--- config.mk ---
export PLATFORM = sky130hd
export DESIGN_NAME = snd_dac_top
export DESIGN_NICKNAME = d
export VERILOG_FILES = /design/src/hw/snd_pcm_pkg.sv /design/src/hw/snd_dac_pkg.sv /design/src/hw/snd_cen_gen.sv /design/src/hw/snd_sigma_delta.sv /design/src/hw/snd_dac_top.sv
export VERILOG_INCLUDE_DIRS = /design/src /design/src/hw
export SDC_FILE = /design/constraint.sdc
export NUM_CORES = 1
export LEC_CHECK = 0
export BUFFER_PORTS_ARGS = -buffer_cell sky130_fd_sc_hd__buf_4
export CORE_MARGIN = 1
export CORE_UTILIZATION = 50
export CTS_BUF_LIST = sky130_fd_sc_hd__clkbuf_8
export CTS_CLUSTER_DIAMETER = 30
export DETAILED_ROUTE_END_ITERATION = 6
export PLACE_DENSITY_LB_ADDON = 0.08
export SLEW_MARGIN = 20
export SYNTH_ARGS = -nofsm -noshare
export SYNTH_HDL_FRONTEND = slang
export SYNTH_SLANG_ARGS = --single-unit
--- constraint.sdc ---
create_clock -name clk_dac -period 13.35 [get_ports clk_dac]
set_clock_uncertainty 0.15 [all_clocks]
set_input_delay 0.6675 -clock clk_dac [delete_from_list [all_inputs] [get_ports clk_dac]]
set_output_delay 0.6675 -clock clk_dac [all_outputs]
set_load 0.03 [all_outputs]
--- src/hw/snd_defs.svh ---
// Sound DAC parameters
`ifndef SND_DEFS_SVH
`define SND_DEFS_SVH

// clk_dac cycles per modulator clock enable
// Also the width of the one-hot ring in the enable generator
`define SND_CEN_DIV 4

// Zero bits appended below the 16-bit sample
// 1 + 16 + 3 gives the 20-bit modulator word
`define SND_PAD_LSB 3

// Integrator width
// Input full scale is 2^19, so 23 bits leave room for
// the second integrator to swing several times full scale
`define SND_ACC_W 23

// Density measurement window, in clock enables
// Tied to the enable divide above, one window lasts
// SND_WIN * SND_CEN_DIV clk_dac cycles
`define SND_WIN 256

`endif

--- src/hw/snd_pcm_pkg.sv ---
// PCM sample types
`default_nettype none

`include "snd_defs.svh"

package snd_pcm_pkg;

    // One audio sample as delivered by the game core
    // Signed or offset binary depending on the core
    typedef logic [15:0] pcm16_t;

    // Modulator input word
    // Bit layout from MSB down: one zero, the converted sample,
    // then SND_PAD_LSB zeros. The zero MSB keeps the value
    // strictly below the feedback full scale.
    typedef logic [$bits(pcm16_t)+`SND_PAD_LSB:0] pcm_pad_t;

    // Stereo sample pair from the core
    // Left sits in the upper half
    typedef struct packed {
        pcm16_t left;
        pcm16_t right;
    } pcm_pair_t;

endpackage

`default_nettype wire

--- src/hw/snd_dac_pkg.sv ---
// Modulator loop types
`default_nettype none

`include "snd_defs.svh"

package snd_dac_pkg;

    // Integrator state, signed, with headroom above the 20-bit input
    typedef logic signed [`SND_ACC_W-1:0] sd_acc_t;

    // Feedback from the output bit, either full scale or zero
    typedef logic signed [`SND_ACC_W-1:0] sd_fb_t;

    // Symmetric saturation of an integrator value
    function automatic sd_acc_t sd_clip(
        input sd_acc_t value,
        input sd_acc_t limit
    );
        sd_acc_t result;
        if (value > limit) begin
            result = limit;
        end else if (value < -limit) begin
            result = -limit;
        end else begin
            result = value;
        end
        return result;
    endfunction

endpackage

`default_nettype wire

--- src/hw/snd_cen_gen.sv ---
// DAC clock enable ring
`default_nettype none

`include "snd_defs.svh"

module snd_cen_gen (
    input  logic clk_dac,
    input  logic rst,
    output logic cen_o
);

    localparam int RING_W = `SND_CEN_DIV;

    // Reset phase sits two positions above bit 0
    // so the first enable comes on the second edge after rst falls
    localparam logic [RING_W-1:0] RING_RST = RING_W'(1) << (RING_W - 2);

    logic [RING_W-1:0] ring_q;

    // Rotate left once per clk_dac
    always_ff @(posedge clk_dac or posedge rst) begin
        if (rst) begin
            ring_q <= RING_RST;
        end else begin
            ring_q <= {ring_q[RING_W-2:0], ring_q[RING_W-1]};
        end
    end

    // Shared enable for both channels
    assign cen_o = ring_q[0];

    // One token circulates forever
    ring_onehot_a: assert property (
        @(posedge clk_dac) disable iff (rst)
        $onehot(ring_q)
    );

    // Enable is a single-cycle pulse
    cen_single_a: assert property (
        @(posedge clk_dac) disable iff (rst)
        cen_o |=> !cen_o
    );

endmodule

`default_nettype wire

--- src/hw/snd_sigma_delta.sv ---
// Second-order sigma-delta channel
`default_nettype none

`include "snd_defs.svh"

module snd_sigma_delta
    import snd_pcm_pkg::*;
    import snd_dac_pkg::*;
#(
    parameter bit SIGNED_SND = 1'b1
) (
    input  logic   clk_dac,
    input  logic   rst,
    input  logic   cen_i,
    input  pcm16_t pcm_i,
    output logic   pwm_o
);

    localparam int PCM_W  = $bits(pcm16_t);
    localparam int FS_BIT = $bits(pcm_pad_t) - 1;

    // Feedback weight equals the pad word's MSB, 2^19
    localparam sd_fb_t FB_FULL = sd_fb_t'(1) <<< FS_BIT;

    // Saturation levels
    // Clipping lets the loop recover after inputs at the very
    // edge of the range, where an ideal double integrator drifts
    localparam sd_acc_t SAT1 = 2 * FB_FULL;
    localparam sd_acc_t SAT2 = 3 * FB_FULL;

    // Stability bound, 2^21
    localparam sd_acc_t ACC_BOUND = 4 * FB_FULL;

    pcm16_t   pcm_conv;
    pcm_pad_t pcm_pad;
    pcm_pad_t x_q;

    sd_acc_t  x_ext;
    sd_fb_t   fb;
    sd_acc_t  acc1_sum;
    sd_acc_t  acc1_d;
    sd_acc_t  acc1_q;
    sd_acc_t  acc2_sum;
    sd_acc_t  acc2_d;
    sd_acc_t  acc2_q;

    logic     pwm_q;

    // Offset binary conversion
    // A signed core has its MSB flipped so that the most negative
    // sample maps to zero density
    always_comb begin
        pcm_conv = {pcm_i[PCM_W-1] ^ SIGNED_SND, pcm_i[PCM_W-2:0]};
        pcm_pad  = {1'b0, pcm_conv, {`SND_PAD_LSB{1'b0}}};
    end

    // Latched sample, zero extended into the integrator width
    assign x_ext = sd_acc_t'(x_q);

    // Previous output bit back into both integrators
    assign fb = pwm_q ? FB_FULL : '0;

    // Loop filter
    // First integrator accumulates input minus feedback,
    // second accumulates the new first value minus feedback
    always_comb begin
        acc1_sum = acc1_q + x_ext - fb;
        acc1_d   = sd_clip(acc1_sum, SAT1);
        acc2_sum = acc2_q + acc1_d - fb;
        acc2_d   = sd_clip(acc2_sum, SAT2);
    end

    // Everything advances together on the enable
    always_ff @(posedge clk_dac or posedge rst) begin
        if (rst) begin
            x_q    <= '0;
            acc1_q <= '0;
            acc2_q <= '0;
            pwm_q  <= 1'b0;
        end else if (cen_i) begin
            x_q    <= pcm_pad;
            acc1_q <= acc1_d;
            acc2_q <= acc2_d;
            // Quantizer, high when the second integrator is non-negative
            pwm_q  <= ~acc2_d[`SND_ACC_W-1];
        end
    end

    assign pwm_o = pwm_q;

    // Integrators never run away
    acc1_bound_a: assert property (
        @(posedge clk_dac) disable iff (rst)
        (acc1_q <= ACC_BOUND) && (acc1_q >= -ACC_BOUND)
    );

    acc2_bound_a: assert property (
        @(posedge clk_dac) disable iff (rst)
        (acc2_q <= ACC_BOUND) && (acc2_q >= -ACC_BOUND)
    );

    // Output bit only moves on an enable edge
    pwm_on_cen_a: assert property (
        @(posedge clk_dac) disable iff (rst)
        !$past(cen_i) |-> $stable(pwm_o)
    );

endmodule

`default_nettype wire

--- src/hw/snd_dac_top.sv ---
// Sigma-delta sound output
`default_nettype none

module snd_dac_top
    import snd_pcm_pkg::*;
#(
    parameter bit SIGNED_SND = 1'b1,
    parameter bit STEREO     = 1'b1
) (
    input  logic      clk_dac,
    input  logic      rst,
    input  pcm_pair_t snd_i,
    output logic      snd_pwm_left_o,
    output logic      snd_pwm_right_o
);

    // Shared modulator enable
    logic cen_dac;

    snd_cen_gen u_cen (
        .clk_dac ( clk_dac ),
        .rst     ( rst     ),
        .cen_o   ( cen_dac )
    );

    // Left channel always present
    snd_sigma_delta #(
        .SIGNED_SND ( SIGNED_SND )
    ) u_sd_left (
        .clk_dac ( clk_dac        ),
        .rst     ( rst            ),
        .cen_i   ( cen_dac        ),
        .pcm_i   ( snd_i.left     ),
        .pwm_o   ( snd_pwm_left_o )
    );

    generate
        if (STEREO) begin : g_stereo
            // Independent right modulator on the same enable
            snd_sigma_delta #(
                .SIGNED_SND ( SIGNED_SND )
            ) u_sd_right (
                .clk_dac ( clk_dac         ),
                .rst     ( rst             ),
                .cen_i   ( cen_dac         ),
                .pcm_i   ( snd_i.right     ),
                .pwm_o   ( snd_pwm_right_o )
            );
        end else begin : g_mono
            // Mono core, both pins carry the left stream
            assign snd_pwm_right_o = snd_pwm_left_o;
        end
    endgenerate

endmodule

`default_nettype wire

== Yosys cells after proc, flatten, opt, wreduce, memory -nomap -nowiden ==
Index checks and enable logic that the tools add are counted.
Storage, ports and cells
  bits in registers: 130
  bits of input ports: 34
  output and inout port bits: 2
  word-level logic and storage cells: 39
Operators by class
  multiplexer cells: 10
  $lt $le $gt $ge: 8
  add/sub/neg operators: 8
  bitwise operators: 4
Operator list (count)
  $mux W23: 8
  $gt A23 B22 Y1 const B: 4
  $sub A23 B23 Y23: 4
  $add A23 B20 Y23: 2
  $add A23 B23 Y23: 2
  $lt A23 B21 Y1 const B: 2
  $lt A23 B22 Y1 const B: 2
  $mux W20: 2
  $not A1 Y1: 4

== Depth between registers and ports, before layout ==
Gate-level depths: netlist of run 1.
  word-level depth: 11
  depth in mapped cells: 35
  gate-level depth less buffers: 30

== Modules after synthesis ==
Synthesis of run 1 repeated with hierarchy kept, for this count alone.
Second synthesis, totals
  cell total of the unflattened synthesis: 1692
  area, all modules: 13160.1 sq um
By module, submodules not included
  snd_sigma_delta at g_stereo.u_sd_right: sequential area each 1576.5 sq um, cells each 862, instances 1, area an instance 6687.7 sq um
  snd_sigma_delta at u_sd_left: sequential area each 1576.5 sq um, cells each 825, instances 1, area an instance 6367.4 sq um
  snd_cen_gen: sequential area each 101.3 sq um, cells each 5, instances 1, area an instance 105.1 sq um

== Worst setup path before layout of run 1 ==
Ideal clock, no wire load.
  kind: reg2reg
  start point: register u_sd_left.acc1_q[8]
  end point: register u_sd_left.acc2_q[10]
  path buffers: 6
  setup slack: 6.076 ns
  arrival time: 6.981 ns
  data required time: 13.057 ns
  stages on the path, launching flop included: 36
  cells stage by stage: dfrtp_1 > inv_1 > ha_1 > inv_1 > ha_1 > clkbuf_1 > nand2_1 > a2111o_1 > a21oi_1 > o21ai_1 > and3b_1 > buf_2 > or3_1 > and4_1 > nor4_2 > or2_2 > buf_2 > buf_4 > nand2_1 > ha_1 > inv_1 > ha_1 > clkbuf_1 > and4_1 > o21ai_0 > a21o_1 > a211oi_1 > o311ai_0 > a21bo_2 > a21oi_1 > xnor2_1 > or3_1 > ha_1 > nand2b_1 > clkbuf_1 > o32ai_1
On the way
  word-level cells in the longest chain between the ends: 10
  elaborated cells between the ends (all ways): 12
  those cells by class: 4 x add/sub; 4 x order compare; 4 x mux
RTL lines
  from (decl): RTL line snd_sigma_delta.sv:42  | sd_acc_t acc1_q;
  from (signal assigned): RTL line snd_sigma_delta.sv:77  | acc1_q <= '0;
  from (signal assigned): RTL line snd_sigma_delta.sv:82  | acc1_q <= acc1_d;
  $add A23 B20 Y23 *: RTL line snd_sigma_delta.sv:67  | acc1_sum = acc1_q + x_ext - fb;
  $sub A23 B23 Y23 *: RTL line snd_sigma_delta.sv:67
  $lt A23 B21 Y1: RTL line snd_dac_pkg.sv:22  | end else if (value < -limit) begin
  $mux W23: RTL line snd_dac_pkg.sv:22
  $mux W23 *: RTL line snd_dac_pkg.sv:20  | if (value > limit) begin
  $add A23 B23 Y23 *: RTL line snd_sigma_delta.sv:69  | acc2_sum = acc2_q + acc1_d - fb;
  $sub A23 B23 Y23 *: RTL line snd_sigma_delta.sv:69
  $lt A23 B22 Y1: RTL line snd_dac_pkg.sv:22
  $mux W23: RTL line snd_dac_pkg.sv:22
  $mux W23 *: RTL line snd_dac_pkg.sv:20
  to (signal assigned): RTL line snd_sigma_delta.sv:78  | acc2_q <= '0;
  to (signal assigned): RTL line snd_sigma_delta.sv:83  | acc2_q <= acc2_d;
  to (decl): RTL line snd_sigma_delta.sv:45  | sd_acc_t acc2_q;
Mark *: on every way between the ends. The rest lies on a longest branch, timed or not.
A chain may end at the register's enable or synchronous reset.

== Final worst setup path of run 1 ==
  start point: register u_sd_left.x_q[8]
  end point: register u_sd_left.acc2_q[19]
On the way
  word-level cells in the longest chain between the ends: 10
  elaborated cells between the ends (all ways): 12
  those cells by class: 4 x add/sub; 4 x order compare; 4 x mux
RTL lines
  from (decl): RTL line snd_sigma_delta.sv:36  | pcm_pad_t x_q;
  from (signal assigned): RTL line snd_sigma_delta.sv:81  | x_q <= pcm_pad;
  $add A23 B20 Y23 *: RTL line snd_sigma_delta.sv:67
  $sub A23 B23 Y23 *: RTL line snd_sigma_delta.sv:67
  $lt A23 B21 Y1: RTL line snd_dac_pkg.sv:22
  $mux W23: RTL line snd_dac_pkg.sv:22
  $mux W23 *: RTL line snd_dac_pkg.sv:20
  $add A23 B23 Y23 *: RTL line snd_sigma_delta.sv:69
  $sub A23 B23 Y23 *: RTL line snd_sigma_delta.sv:69
  $lt A23 B22 Y1: RTL line snd_dac_pkg.sv:22
  $mux W23: RTL line snd_dac_pkg.sv:22
  $mux W23 *: RTL line snd_dac_pkg.sv:20
Marked as above.

==> results.sh, run 1 <==
export IMPL_status="finished clean"
export IMPL_syn_nets=1717
export IMPL_wl_per_cell_um=15.4
export IMPL_relSlewSlack_pct=38.6
export IMPL_drcViolationCount=0
export IMPL_vias=10300
export IMPL_startpoint="u_sd_left.x_q[8]"
export IMPL_synth_top_family_by_area="compound AO/OA/AOI/OAI gates"
export IMPL_pwr_share_seq_pct=51.2
export IMPL_final_core_util_pct=55.1
export IMPL_design_area_um2=13100
export IMPL_postRouteAntennaNets=0
export IMPL_core_area_um2=23800
export IMPL_start_util_pct=51.6
export IMPL_io_buffers=35
export IMPL_die_h_um=159
export IMPL_syn_area_um2=12300
export IMPL_die_w_um=159
export IMPL_clock_latency_ns=0.45
export IMPL_worstReg2RegStart="u_sd_left.x_q[8]"
export IMPL_synth_cells=1518
export IMPL_crit_path_end_kind="flop"
export IMPL_synth_compound_area_share_pct=23.7
export IMPL_num_antenna_cells=0
export IMPL_power_density_nw_per_um2=58.7
export IMPL_setup_viol=0
export IMPL_firstDrtPassIters=7
export IMPL_cts_max_path_buffers=2
export IMPL_synthTopCellsByArea="dfrtp_1, ha_1, inv_1, nand2_1, a21oi_1"
export IMPL_p_int_w=0.000597
export IMPL_final_setup_tns_ns=0
export IMPL_power_switching_w=0.000172
export IMPL_async_flop_share_pct=100
export IMPL_synthAdderAreaFrac_pct=17.0
export IMPL_area_growth_pct=6.88
export IMPL_cp_common_cell="ha_1"
export IMPL_cts_tree="built"
export IMPL_fin_crit_ns=8.29
export IMPL_numCtsBuffers=17
export IMPL_h_tree_depth=4
export IMPL_synth_edf_count=0
export IMPL_synth_top_cell_area_share_pct=26.3
export IMPL_cts_resized=0
export IMPL_gr_total_overflow=0
export IMPL_worst_ep_arrival_time_ns=8.47
export IMPL_io_pins=36
export IMPL_crit_fanout=15
export IMPL_synth_distinct_cells=97
export IMPL_cts_hold_buf=0
export IMPL_ys_flop_type="dfrtp_1"
export IMPL_comb_power_share_pct=2.0
export IMPL_slowest_delay_ns=0.50
export IMPL_drt_iter0_markers=745
export IMPL_root_buffer="clkbuf_8"
export IMPL_path_class="flop to flop"
export IMPL_worst_pin_slew_ns=0.921
export IMPL_die_area_um2=25100
export IMPL_worstHoldPathType="primary input to async pin"
export IMPL_synth_top_area_cell="dfrtp_1"
export IMPL_seq_area_frac_synth_pct=26.6
export IMPL_drive_gt1_share_pct=7.53
export IMPL_grt_total_usage_pct=23.5
export IMPL_nets=1714
export IMPL_vdd_drop_max_v=0.0000525
export IMPL_path_clk_slew_ns=0.08
export IMPL_worst_path_max_delay_cell="nand2b_1"
export IMPL_ys_warn_count=0
export IMPL_wl_um=28400
export IMPL_synthTopCellsByCount="inv_1, ha_1, nand2_1"
export IMPL_synth_xor_area_share_pct=5.00
export IMPL_cts_setup_buffers=0
export IMPL_power_frac_clock_pct=46.8
export IMPL_avgSynthCellArea_um2=8.07
export IMPL_cap_violations=0
export IMPL_fmax_mhz=121
export IMPL_place_congestion=0.864
export IMPL_synth_mux_area_fraction_pct=0.756
export IMPL_crit_required_ns=13.53
export IMPL_drv_slew=0
export IMPL_finalHoldViolations=0
export IMPL_leakagePower_nw=6.86
export IMPL_switching_share_pct=22.4
export IMPL_cp_start_kind="flop"
export IMPL_grt_pass1_wl_um=46800
export IMPL_clock_sinks=130
export IMPL_grt_pass1_vias=9338
export IMPL_dp_hpwl_um=21400
export IMPL_synthMostInstantiatedCell="inv_1"
export IMPL_drt_vias_per_instance=5.55
export IMPL_rsz0062_at_grt="no"
export IMPL_num_rows=56
export IMPL_synth_simple_gate_area_share_pct=15.8
export IMPL_ys_ff_latch=130
export IMPL_fin_crit_sh_pct=62.1
export IMPL_antenna_found_initial=0
export IMPL_grt_max_degree=83
export IMPL_dpl_cell_area_um2=12700
[flip-flops by register name, indices dropped and copies added, names as in the netlist]
| register | flops |
|---|---|
| g_stereo.u_sd_right.acc1_q | 23 |
| g_stereo.u_sd_right.acc2_q | 23 |
| u_sd_left.acc1_q | 23 |
| u_sd_left.acc2_q | 23 |
| g_stereo.u_sd_right.x_q | 16 |
| u_sd_left.x_q | 16 |
| u_cen.ring_q | 4 |
| g_stereo.u_sd_right.pwm_o | 1 |
| u_sd_left.pwm_o | 1 |
[metal layers]
| layer | part of all wire, % | global-route usage, % |
|---|---|---|
| met5 | 0 | 0 |
| met2 | 40 | 32.7 |
| met3 | 3.9 | 2.64 |
| met4 | 1.2 | 6.27 |
| met1 | 55 | 37.3 |
[kinds of logic after synthesis]
| logic type | count (synthesis) |
|---|---|
| and+or+nand+nor | 388 |
| adders and majority gates | 165 |
| AOI/OAI and AO/OA | 403 |
| muxes | 9 |
| DFF | 130 |
| buffers and inverters | 353 |
| xor gates and xnor gates | 70 |
[placed cells by master (no fill, tap or decap), types with 9 or more instances in the layout]
cell	synthesis	layout
a31o_1	13	13
o22ai_2	10	10
nand2b_1	19	19
a211oi_1	14	14
nor2_1	87	86
nor3_1	22	22
buf_4	2	38
nand2_1	131	131
or3_1	13	13
o31ai_1	10	10
ha_1	163	163
xnor2_1	38	38
dfrtp_1	129	128
o21a_1	24	24
o22ai_1	30	30
o21ai_0	73	73
o211ai_1	9	9
inv_1	293	294
nand3b_1	11	11
nand3_1	24	24
a21oi_1	74	74
a21o_1	31	31
and2_1	12	12
xor2_1	32	32
clkbuf_8	0	20
o32ai_1	15	15
nand4_1	9	9
[critical path: cells and delay by family, from the launching register on]
family | cells | cell delay (ns)
flops | 1 | 0.33
compound gates | 12 | 3.84
simple gates | 7 | 1.61
fa+ha+maj | 5 | 1.59
mux | 1 | 0.16
buf+inv | 3 | 0.13
xor+xnor | 1 | 0.34
[power groups by stage]
stage,registers [W],clock network [W],logic (W)
final,0.000394,0.000360,0.0000155
after global routing,0.000393,0.000388,0.0000181
after CTS,0.000393,0.000372,0.0000164
after detailed placement,0.000401,0,0.0000164
after global placement,0.000401,0,0.0000164
after floorplan,0.000401,0,0.00000571
[area by class of cell]
type,instances,area [um2]
Clock buffer,20,275
Clock inverter,12,139
Fill cell,2292,10700
Inverter,293,1100
Multi-Input combinational cell,1035,7640
Sequential cell,130,3260
Tap cell,319,399
Timing Repair Buffer,38,285
[through the flow]
step | power (W) | worst slack (ns) | hold WS [ns] | instances
2_1_floorplan | 0.000407 | 6.08 | 0.181 | 1518
3_3_place_gp | 0.000418 | 5.26 | 0.183 | 1815
3_5_place_dp | 0.000418 | 5.10 | 0.186 | 1815
4_1_cts | 0.000782 | 5.09 | 0.203 | 1847
5_1_grt | 0.000799 | 4.29 | 0.206 | 1847
6_report | 0.000769 | 5.06 | 0.199 | 1847
[path summary, 6_finish.rpt]
check	end	slack, ns	cells past startpoint
max in group asynchronous	u_sd_left.x_q[18]	11.68	3
max reg2reg	u_sd_left.acc2_q[19]	5.06	29
min reg2reg	u_cen.ring_q[0]	0.20	0
min	u_cen.ring_q[0]	0.20	2
max	u_sd_left.acc2_q[19]	5.06	29
min in group clk_dac	u_cen.ring_q[0]	0.20	0
No activity file was read; power rests on OpenSTA's default activity.
==> run 2: changes to the inputs <==
clock period = 7.4 ns   (was 13.35 ns; I/O delays follow)
==> results.sh, run 2 (synthesis gave the netlist of run 1 again) <==
export IMPL_status="finished clean"
export IMPL_die_h_um=159
export IMPL_cap_violations=0
export IMPL_slowest_delay_ns=0.48
export IMPL_finalHoldViolations=0
export IMPL_gr_total_overflow=0
export IMPL_h_tree_depth=4
export IMPL_wl_per_cell_um=15.2
export IMPL_start_util_pct=51.6
export IMPL_nets=1878
export IMPL_power_density_nw_per_um2=96.6
export IMPL_die_w_um=159
export IMPL_grt_pass1_wl_um=49100
export IMPL_place_congestion=0.899
export IMPL_cts_tree="built"
export IMPL_setup_viol=0
export IMPL_crit_fanout=7
export IMPL_fin_crit_sh_pct=97.3
export IMPL_clock_sinks=130
export IMPL_drive_gt1_share_pct=18.0
export IMPL_drt_iter0_markers=756
export IMPL_drv_slew=0
export IMPL_holdWs_ns=0.0495
export IMPL_firstDrtPassIters=5
export IMPL_final_common_cell="inv_1"
export IMPL_core_area_um2=23800
export IMPL_vdd_drop_max_v=0.000107
export IMPL_setup_ws_ns=0.196
export IMPL_num_rows=56
export IMPL_vias=10900
export IMPL_grt_pass1_vias=10000
export IMPL_postRouteAntennaNets=0
export IMPL_fmax_mhz=139
export IMPL_root_buffer="clkbuf_8"
export IMPL_preCtsSetupSlack_ns=-0.133
export IMPL_cts_max_path_buffers=2
export IMPL_drcViolationCount=0
export IMPL_clock_latency_ns=0.45
export IMPL_antenna_found_initial=0
export IMPL_fin_crit_ns=7.20
export IMPL_worst_path_max_delay_cell="a2111o_1"
export IMPL_crit_family="compound AO/OA/AOI/OAI gates"
export IMPL_path_clk_slew_ns=0.08
export IMPL_crit_path_end_kind="flop"
export IMPL_crit_required_ns=7.60
export IMPL_num_antenna_cells=0
export IMPL_worst_ep_arrival_time_ns=7.40
export IMPL_io_buffers=35
export IMPL_leakagePower_nw=7.70
export IMPL_drt_vias_per_instance=5.41
export IMPL_relSlewSlack_pct=31.2
export IMPL_numCtsBuffers=17
export IMPL_cp_start_kind="flop"
export IMPL_final_core_util_pct=62.7
export IMPL_path_class="flop to flop"
export IMPL_dp_hpwl_um=23200
export IMPL_worst_pin_slew_ns=1.03
export IMPL_worstHoldPathType="primary input to flop"
export IMPL_fin_total_pwr_w=0.00144
export IMPL_wl_um=30600
export IMPL_die_area_um2=25100
export IMPL_io_pins=36
export IMPL_grt_max_degree=88
export IMPL_area_growth_pct=21.6
export IMPL_final_cell_mix="inv_1, buf_4, ha_1"
export IMPL_rsz0062_at_grt="yes"
export IMPL_worst_path_buf_inv=5
export IMPL_grt_total_usage_pct=24.6
## run 2: changes by cell type in the layout (fill, tap and decap cells not counted), moves of 7 or more
cell           delta
a21oi_2           +7
ha_4              +8
buf_4           +124
a21oi_1           -7
ha_1             -14
dlygate4sd3_1    +32
## run 2: final timing paths
kind | to | startpoint | slack, ns | depth (start not counted)
setup / recovery | u_sd_left.acc2_q[7] | u_sd_left.acc1_q[4] | 0.20 | 31
hold / removal | g_stereo.u_sd_right.x_q[3] | snd_i[0] | 0.05 | 3
setup reg to reg | u_sd_left.acc2_q[7] | u_sd_left.acc1_q[4] | 0.20 | 31
hold reg to reg | u_cen.ring_q[0] | u_cen.ring_q[3] | 0.20 | 0
max in group asynchronous | g_stereo.u_sd_right.acc2_q[5] | rst | 5.38 | 4
min in group asynchronous | g_stereo.u_sd_right.x_q[11] | rst | 0.39 | 3
## run 2: timing repair
| action | CTS | global route |
|---|---|---|
| setup endpoints to repair | 16 | 46 |
| setup buffers | 0 | 8 |
| cloned | 0 | 3 |
| hold endpoints to repair | 87 | 0 |
| hold buffers | 32 | 0 |
| resized for setup | 3 | 79 |
| pin swaps | 0 | 27 |
## run 2: where the power goes
group          internal (W)  switching (W)
sequential         0.000710              0
clock              0.000385       0.000304
combinational     0.0000223      0.0000193
## run 2: worst register-to-register path, delay by kind of cell, from the launching register on
kind,cells,cell delay (ns)
buf+inv,5,0.52
flops,1,0.33
simple gates,9,2.25
compound gates,11,2.33
xor+xnor,1,0.09
fa+ha+maj,5,1.44
## run 2: metrics by stage
stage,cells,TNS (ns),cell area (um2)
after global placement,1936,0,13600
after detailed placement,1936,-1.62,13600
final,2011,0,14900
after floorplan,1518,0,12300
after global routing,2011,-0.657,14900
after CTS,2000,0,14400
## run 2: area by class of cell
type	count	area [um2]
Clock buffer	19	262
Clock inverter	13	184
Fill cell	2086	8850
Inverter	293	1100
Multi-Input combinational cell	1037	8050
Sequential cell	130	3260
Tap cell	319	399
Timing Repair Buffer	200	1640
## run 2: layer usage
layer  part of all wire [%]  global-route usage (%)  vias to the layer above
met1                     54                    38.4                     5095
met2                     42                    35.7                      193
met3                    3.5                    3.08                       18
li1                       -                       -                     5571
met5                      0                       0                        -
met4                   0.69                    5.13                        0
